## config.mk

```make
export PLATFORM = sky130hd
export DESIGN_NAME = cpu_core
export DESIGN_NICKNAME = d
export VERILOG_FILES = /design/src/common/core_pkg.sv /design/src/logic/cpu_core.sv /design/src/logic/regfile.sv /design/src/pipeline/decode_stage.sv /design/src/pipeline/execute_stage.sv /design/src/pipeline/result_stage.sv
export VERILOG_INCLUDE_DIRS = /design/src /design/src/common
export SDC_FILE = /design/constraint.sdc
export NUM_CORES = 2
export LEC_CHECK = 0
export BUFFER_PORTS_ARGS = -buffer_cell sky130_fd_sc_hd__buf_2
export CORE_MARGIN = 1
export CORE_UTILIZATION = 43
export DETAILED_ROUTE_END_ITERATION = 6
export HOLD_SLACK_MARGIN = 0.1
export PLACE_DENSITY = 0.7
export SLEW_MARGIN = 20
export SYNTH_ARGS = -nofsm -noshare
export SYNTH_HDL_FRONTEND = slang
export SYNTH_SLANG_ARGS = --single-unit
```

## constraint.sdc

```tcl
create_clock -name clk -period 4.7 [get_ports clk]
set_input_delay 0.235 -clock clk [delete_from_list [all_inputs] [get_ports clk]]
set_output_delay 0.235 -clock clk [all_outputs]
set_load 0.01 [all_outputs]
```

## src/common/core_params.svh

```systemverilog
`ifndef CORE_PARAMS_SVH
`define CORE_PARAMS_SVH

`define CORE_XLEN  32 // Data and pc width
`define CORE_NREGS 32 // General registers incl. r0

// ALU operation codes
`define ALU_OP_W 4
`define ALU_ADD  4'd0
`define ALU_SUB  4'd1
`define ALU_SLT  4'd2
`define ALU_SLTU 4'd3
`define ALU_AND  4'd4
`define ALU_OR   4'd5
`define ALU_XOR  4'd6
`define ALU_NOR  4'd7
`define ALU_LUI  4'd8 // Pass src_b

// 3R forms, instr[31:15]
`define OPC_ADD_W  17'h00020
`define OPC_SUB_W  17'h00022
`define OPC_SLT    17'h00024
`define OPC_SLTU   17'h00025
`define OPC_NOR    17'h00028
`define OPC_AND    17'h00029
`define OPC_OR     17'h0002a
`define OPC_XOR    17'h0002b

// 2RI12 forms, instr[31:22]
`define OPC_SLTI   10'h008
`define OPC_ADDI_W 10'h00a
`define OPC_ANDI   10'h00d
`define OPC_ORI    10'h00e
`define OPC_XORI   10'h00f

`define OPC_LU12I_W 7'h0a // instr[31:25]

`endif

```

## src/common/core_pkg.sv

```systemverilog
`include "core_params.svh"

package core_pkg;

    typedef logic [`CORE_XLEN-1:0]          word_t;
    typedef logic [31:0]                    instr_t;
    typedef logic [$clog2(`CORE_NREGS)-1:0] reg_addr_t;
    typedef logic [`ALU_OP_W-1:0]           alu_op_t;

    // Testbench to decode
    typedef struct packed {
        logic   valid;
        word_t  pc;
        instr_t instr;
    } fetch_t;

    // Decode to execute, operands already resolved
    typedef struct packed {
        logic      valid;
        word_t     pc;
        alu_op_t   alu_op;
        word_t     src_a;
        word_t     src_b;
        reg_addr_t rd;
        logic      we;    // Low for r0 and unknown encodings
    } dec_ex_t;

    // Register write, also used as a forwarding source
    typedef struct packed {
        logic      we;
        reg_addr_t rd;
        word_t     data;
    } reg_write_t;

    typedef struct packed {
        logic      valid;
        word_t     pc;
        logic      we;
        reg_addr_t rd;
        word_t     data;
    } ex_res_t;

    // Debug commit record
    typedef struct packed {
        logic      valid;
        word_t     pc;
        logic      wen;
        reg_addr_t wnum;
        word_t     wdata;
    } commit_t;

endpackage

```

## src/logic/cpu_core.sv

```systemverilog
`timescale 1ns/1ps

module cpu_core (
    input  logic              clk,
    input  logic              rst_n_i,
    input  core_pkg::fetch_t  fetch_i,
    output core_pkg::commit_t commit_o,
    output core_pkg::word_t   retired_o
);
    import core_pkg::*;

    reg_addr_t  rf_raddr_a;
    reg_addr_t  rf_raddr_b;
    word_t      rf_rdata_a;
    word_t      rf_rdata_b;
    dec_ex_t    dec_ex;
    reg_write_t ex_fwd;   // Combinational, execute stage
    ex_res_t    ex_res;
    reg_write_t wb_wr;    // Register write and second forward

    decode_stage u_decode (
        .clk          (clk),
        .rst_n_i      (rst_n_i),
        .fetch_i      (fetch_i),
        .rf_raddr_a_o (rf_raddr_a),
        .rf_raddr_b_o (rf_raddr_b),
        .rf_rdata_a_i (rf_rdata_a),
        .rf_rdata_b_i (rf_rdata_b),
        .ex_fwd_i     (ex_fwd),
        .wb_fwd_i     (wb_wr),
        .dec_o        (dec_ex)
    );

    execute_stage u_execute (
        .clk      (clk),
        .rst_n_i  (rst_n_i),
        .dec_i    (dec_ex),
        .ex_fwd_o (ex_fwd),
        .res_o    (ex_res)
    );

    result_stage u_result (
        .clk       (clk),
        .rst_n_i   (rst_n_i),
        .res_i     (ex_res),
        .rf_wr_o   (wb_wr),
        .commit_o  (commit_o),
        .retired_o (retired_o)
    );

    regfile u_regfile (
        .clk       (clk),
        .raddr_a_i (rf_raddr_a),
        .raddr_b_i (rf_raddr_b),
        .rdata_a_o (rf_rdata_a),
        .rdata_b_o (rf_rdata_b),
        .wr_i      (wb_wr)
    );

endmodule

```

## src/logic/regfile.sv

```systemverilog
`timescale 1ns/1ps
`include "core_params.svh"

module regfile (
    input  logic                 clk,
    input  core_pkg::reg_addr_t  raddr_a_i,
    input  core_pkg::reg_addr_t  raddr_b_i,
    output core_pkg::word_t      rdata_a_o,
    output core_pkg::word_t      rdata_b_o,
    input  core_pkg::reg_write_t wr_i
);

    // r0 has no storage
    core_pkg::word_t regs [1:`CORE_NREGS-1];

    always_ff @(posedge clk) begin
        if (wr_i.we && wr_i.rd != '0) begin
            regs[wr_i.rd] <= wr_i.data;
        end
    end

    // No bypass here, decode forwards from both later stages
    assign rdata_a_o = (raddr_a_i == '0) ? '0 : regs[raddr_a_i];
    assign rdata_b_o = (raddr_b_i == '0) ? '0 : regs[raddr_b_i];

endmodule

```

## src/pipeline/decode_stage.sv

```systemverilog
`timescale 1ns/1ps
`include "core_params.svh"

module decode_stage (
    input  logic                 clk,
    input  logic                 rst_n_i,
    input  core_pkg::fetch_t     fetch_i,
    output core_pkg::reg_addr_t  rf_raddr_a_o,
    output core_pkg::reg_addr_t  rf_raddr_b_o,
    input  core_pkg::word_t      rf_rdata_a_i,
    input  core_pkg::word_t      rf_rdata_b_i,
    input  core_pkg::reg_write_t ex_fwd_i,
    input  core_pkg::reg_write_t wb_fwd_i,
    output core_pkg::dec_ex_t    dec_o
);
    import core_pkg::*;

    instr_t    instr;
    reg_addr_t rd;
    reg_addr_t rj;
    reg_addr_t rk;
    alu_op_t   alu_op;
    word_t     imm_b;
    logic      use_imm;
    logic      is_known;
    word_t     opnd_a;
    word_t     opnd_b;
    dec_ex_t   dec_q;

    // Youngest producer wins
    function automatic word_t fwd_pick(reg_addr_t addr, word_t rf_data,
                                       reg_write_t ex_w, reg_write_t wb_w);
        if (ex_w.we && ex_w.rd != '0 && ex_w.rd == addr) begin
            return ex_w.data;
        end
        if (wb_w.we && wb_w.rd != '0 && wb_w.rd == addr) begin
            return wb_w.data;
        end
        return rf_data;
    endfunction

    assign instr = fetch_i.instr;
    assign rd    = instr[4:0];
    assign rj    = instr[9:5];
    assign rk    = instr[14:10]; // Part of the immediate for 2RI12

    assign rf_raddr_a_o = rj;
    assign rf_raddr_b_o = rk;

    always_comb begin
        alu_op   = `ALU_ADD;
        imm_b    = '0;
        use_imm  = 1'b0;
        is_known = 1'b1;
        if (instr[31:25] == `OPC_LU12I_W) begin
            alu_op  = `ALU_LUI;
            imm_b   = {instr[24:5], 12'b0};
            use_imm = 1'b1;
        end else begin
            case (instr[31:22])
                `OPC_ADDI_W,
                `OPC_SLTI: begin
                    alu_op  = (instr[31:22] == `OPC_SLTI) ? `ALU_SLT : `ALU_ADD;
                    imm_b   = {{20{instr[21]}}, instr[21:10]}; // Sign extend
                    use_imm = 1'b1;
                end
                `OPC_ANDI,
                `OPC_ORI,
                `OPC_XORI: begin
                    imm_b   = {20'b0, instr[21:10]}; // Zero extend
                    use_imm = 1'b1;
                    case (instr[31:22])
                        `OPC_ANDI: alu_op = `ALU_AND;
                        `OPC_ORI:  alu_op = `ALU_OR;
                        default:   alu_op = `ALU_XOR;
                    endcase
                end
                default: begin
                    case (instr[31:15])
                        `OPC_ADD_W: alu_op = `ALU_ADD;
                        `OPC_SUB_W: alu_op = `ALU_SUB;
                        `OPC_SLT:   alu_op = `ALU_SLT;
                        `OPC_SLTU:  alu_op = `ALU_SLTU;
                        `OPC_AND:   alu_op = `ALU_AND;
                        `OPC_OR:    alu_op = `ALU_OR;
                        `OPC_XOR:   alu_op = `ALU_XOR;
                        `OPC_NOR:   alu_op = `ALU_NOR;
                        default:    is_known = 1'b0; // Retires without a write
                    endcase
                end
            endcase
        end
    end

    assign opnd_a = fwd_pick(rj, rf_rdata_a_i, ex_fwd_i, wb_fwd_i);
    assign opnd_b = use_imm ? imm_b : fwd_pick(rk, rf_rdata_b_i, ex_fwd_i, wb_fwd_i);

    always_ff @(posedge clk) begin
        if (!rst_n_i) begin
            dec_q.valid <= 1'b0;
        end else begin
            dec_q.valid <= fetch_i.valid;
        end
        if (fetch_i.valid) begin
            dec_q.pc     <= fetch_i.pc;
            dec_q.alu_op <= alu_op;
            dec_q.src_a  <= opnd_a;
            dec_q.src_b  <= opnd_b;
            dec_q.rd     <= rd;
            dec_q.we     <= is_known && (rd != '0);
        end
    end

    assign dec_o = dec_q;

endmodule

```

## src/pipeline/execute_stage.sv

```systemverilog
`timescale 1ns/1ps
`include "core_params.svh"

module execute_stage (
    input  logic                 clk,
    input  logic                 rst_n_i,
    input  core_pkg::dec_ex_t    dec_i,
    output core_pkg::reg_write_t ex_fwd_o,
    output core_pkg::ex_res_t    res_o
);
    import core_pkg::*;

    word_t   alu_res;
    logic    lt_s;
    logic    lt_u;
    ex_res_t res_q;

    assign lt_s = $signed(dec_i.src_a) < $signed(dec_i.src_b);
    assign lt_u = dec_i.src_a < dec_i.src_b;

    always_comb begin
        case (dec_i.alu_op)
            `ALU_ADD:  alu_res = dec_i.src_a + dec_i.src_b;
            `ALU_SUB:  alu_res = dec_i.src_a - dec_i.src_b;
            `ALU_SLT:  alu_res = {{(`CORE_XLEN-1){1'b0}}, lt_s};
            `ALU_SLTU: alu_res = {{(`CORE_XLEN-1){1'b0}}, lt_u};
            `ALU_AND:  alu_res = dec_i.src_a & dec_i.src_b;
            `ALU_OR:   alu_res = dec_i.src_a | dec_i.src_b;
            `ALU_XOR:  alu_res = dec_i.src_a ^ dec_i.src_b;
            `ALU_NOR:  alu_res = ~(dec_i.src_a | dec_i.src_b);
            `ALU_LUI:  alu_res = dec_i.src_b; // Immediate already shifted
            default:   alu_res = '0;
        endcase
    end

    // Forward the instruction held now
    assign ex_fwd_o.we   = dec_i.valid & dec_i.we;
    assign ex_fwd_o.rd   = dec_i.rd;
    assign ex_fwd_o.data = alu_res;

    always_ff @(posedge clk) begin
        if (!rst_n_i) begin
            res_q.valid <= 1'b0;
        end else begin
            res_q.valid <= dec_i.valid;
        end
        if (dec_i.valid) begin
            res_q.pc   <= dec_i.pc;
            res_q.we   <= dec_i.we;
            res_q.rd   <= dec_i.rd;
            res_q.data <= alu_res;
        end
    end

    assign res_o = res_q;

endmodule

```

## src/pipeline/result_stage.sv

```systemverilog
`timescale 1ns/1ps

module result_stage (
    input  logic                 clk,
    input  logic                 rst_n_i,
    input  core_pkg::ex_res_t    res_i,
    output core_pkg::reg_write_t rf_wr_o,
    output core_pkg::commit_t    commit_o,
    output core_pkg::word_t      retired_o
);
    import core_pkg::*;

    commit_t commit_q;
    word_t   retired_q;

    // Also the second forwarding source
    assign rf_wr_o.we   = res_i.valid & res_i.we;
    assign rf_wr_o.rd   = res_i.rd;
    assign rf_wr_o.data = res_i.data;

    always_ff @(posedge clk) begin
        if (!rst_n_i) begin
            commit_q.valid <= 1'b0;
        end else begin
            commit_q.valid <= res_i.valid;
        end
        if (res_i.valid) begin
            commit_q.pc    <= res_i.pc;
            commit_q.wen   <= res_i.we;
            commit_q.wnum  <= res_i.rd;
            commit_q.wdata <= res_i.data;
        end
    end

    // Counts every retirement, write or not
    always_ff @(posedge clk) begin
        if (!rst_n_i) begin
            retired_q <= '0;
        end else if (res_i.valid) begin
            retired_q <= retired_q + 1'b1;
        end
    end

    assign commit_o  = commit_q;
    assign retired_o = retired_q;

endmodule

```

==> flow_summary.toml <==
[run_status]
outcome = "finished, violations left"
violations = "DRC"

[final_layout]
final_util = 0.493
drive_gt1_frac = 0.258
nNetsFinal = 4446
areaGrowthSynthToFinish_pct = 13.9

[yosys]
synth_area_leaders = "edfxtp_1 (59%), mux4_2 (16%), mux2i_1 (3.4%)"
synth_top_cell_area_share = 0.591
ys.flop_type = "edfxtp_1"
synthDistinctLibCells = 99
synth_cells = 4024
syn_nets = 4190
synth-seq-area-share = 0.602
yosysMostFrequentCell = "edfxtp_1"
yosysTopAreaCell = "edfxtp_1"
syn_area_um2 = 63000
ys_warn_count = 0
synthArstFlopShare = 0
syn_area_per_cell_um2 = 15.6
synth-edff-count = 1238
ys_top_cells_by_count = "edfxtp_1 (1,238), mux4_2 (459), nor2_1 (258)"
ys_ff_latch = 1273

[detailed_routing]
drcViolationCount = 1
wl_mm = 205
firstDrtPassIters = 7
drt_iter0_drc = 5478
via_per_inst = 6.59
num_vias = 41500
ant_nets = 0
routedWlPerCell_um = 32.6

[die]
dieArea_um2 = 148000
row_count = 140
core_area_um2 = 145000
die_width_um = 385
io_pins = 170
start_util = 0.433
die_h_um = 385

[setup_path]
path_max_fanout = 4
crit_arrival_ns = 4.38
worstPathCellList = "ha_1 > fa_1 > a211o_1 > a21o_1 > nand2_1 > o41ai_2 > a221oi_2 > o31ai_1 > a221oi_1 > nor2_1 > mux2_2"
slowest_delay_ns = 0.50
slowest_stage = "a221oi_1"
setup.worst_path.start_class = "flop"
required_ns = 5.23
end_kind = "flop"
critical_path_class = "reg2reg"

[clocking]
cts_num_sinks = 1273
cts_buffer_depth = 3
cts-root-buf = "clkbuf_16"
cts_buffers = 131
clk_pin_slew_ns = 0.06
cts_tree = "done"
clk_latency_ns = 0.79
htree_levels = 4

[place]
place_congestion = 0.989
hpwl_mm = 127
port-buffer-count = 169

[grt]
track_usage = 0.274
antenna_found_initial = 4
grt_max_degree = 80
grt_pass1_wl_mm = 289
grt_overflow = 0
grt_pass1_vias = 40100

[sta]
maxSlewHeadroom = 0.180
finalCriticalPeriod_ns = 3.85
tns_ns = 0
rsz0062_at_grt = "no"
final.period_utilization = 0.819
worst_slew_pin_slew_ns = 1.23
clock.fmax_mhz = 260
finClkSkew_ns = 0.0271
drv_slew = 0
setup_viol = 0
hold_violations = 0

[pwr]
power_density_nw_per_um2 = 368
power.leakage_nw = 24.1
p_total_mw = 26.4
ir_worst_vdd_mv = 0.385

[worst_hold_path]
hp-class = "in2reg"

[run]
cap_violations = 0
-- worst paths after layout --
kind | from | cells past startpoint | end | slack [ns]
hold reg to reg | u_decode.dec_o[80] | 0 | u_execute.res_o[44] | 0.41
hold / removal | fetch_i[37] | 2 | u_decode.dec_o[79] | 0.16
setup reg to reg | u_decode.dec_o[6] | 11 | u_decode.dec_o[66] | 0.85
setup / recovery | u_decode.dec_o[6] | 11 | u_decode.dec_o[66] | 0.85
-- cell families after synthesis --
group | after synthesis | synth area share
buf+inv | 413 | 0.0288
simple gates | 636 | 0.0474
fa+ha+maj | 99 | 0.0199
compound gates | 825 | 0.0876
xor+xnor | 59 | 0.00821
mux | 719 | 0.206
flops | 1273 | 0.602
-- state kept, by name (all words and copies together), names as in the netlist --
register / flops
u_regfile.regs: 992
u_decode.dec_o: 107
u_execute.res_o: 71
u_result.commit_o: 71
u_result.retired_o: 32
-- repair_timing --
| item | 4_1_cts | 5_1_grt |
|---|---|---|
| setup endpoints to repair | 0 | 0 |
| gates resized for setup | 0 | 0 |
| setup buffers | 0 | 0 |
| hold endpoints to repair | 99 | 0 |
| hold buffers | 56 | 0 |
-- metrics by stage --
stage          worst slack [ns]  hold slack, ns  instances  instance area, um^2
3_5_place_dp              0.918           0.405       5997                66900
6_report                  0.852           0.165       6298                71700
5_1_grt                   0.629           0.145       6297                71700
2_1_floorplan             0.236           0.334       4024                63000
4_1_cts                   0.902           0.105       6286                71500
3_3_place_gp              0.989           0.401       5993                66800
-- layout by cell type, fill, tap and decap left out, drive strengths merged, types with 11 or more instances in the layout --
cell	instances
mux4	459
edfxtp	1238
xor2	18
a31oi	24
nor2b	17
and2	27
o31ai	11
o21ai	154
nand2b	14
a21o	19
xnor2	41
inv	130
nand2	146
nor3	32
a32oi	13
dlygate4sd3	56
a22oi	27
or3	16
o22ai	26
mux2i	215
o211ai	40
a211oi	72
o221ai	31
clkinv	55
a221o	11
or2	12
nor2	258
ha	97
dfxtp	35
clkbuf	160
o21bai	12
buf	357
a21oi	239
nand3	45
nand4	18
nor4	16
mux2	45
a221oi	57
-- layout make-up --
cell class	instances	area, um^2
fillers	12000	73700
flip-flops and latches	1273	37900
multi-input cells	2338	23600
clock buffers	160	3430
repair buffers	413	3260
well taps	1917	2400
clock inverters	73	698
inverters	123	469
diodes	1	2.50
-- power by group --
group	leakage (nW)	internal [mW]	switching, mW
logic	10.6	1.23	2.12
clock network	2.01	5.64	4.53
registers	11.6	12.7	0.169
total	24.1	19.6	6.82
-- worst max-delay path: cells and delay by family, from the launching register on --
kind	cells	cell delay, ns
muxes	1	0.29
adders and majority gates	2	0.77
and+or+nand+nor	2	0.31
AOI/OAI and AO/OA	6	1.78
DFF	1	0.44
-- metal layers --
| layer | GRT usage | share of wire | wire, um | up-vias |
|---|---|---|---|---|
| met5 | 0 | 0.00023 | 48 | - |
| met4 | 0.126 | 0.050 | 10200 | 6 |
| met3 | 0.0682 | 0.12 | 24200 | 540 |
| met2 | 0.432 | 0.47 | 96000 | 2896 |
| met1 | 0.357 | 0.36 | 74800 | 21200 |
| li1 | - | - | - | 16900 |
No activity file was read; power rests on OpenSTA's default activity.
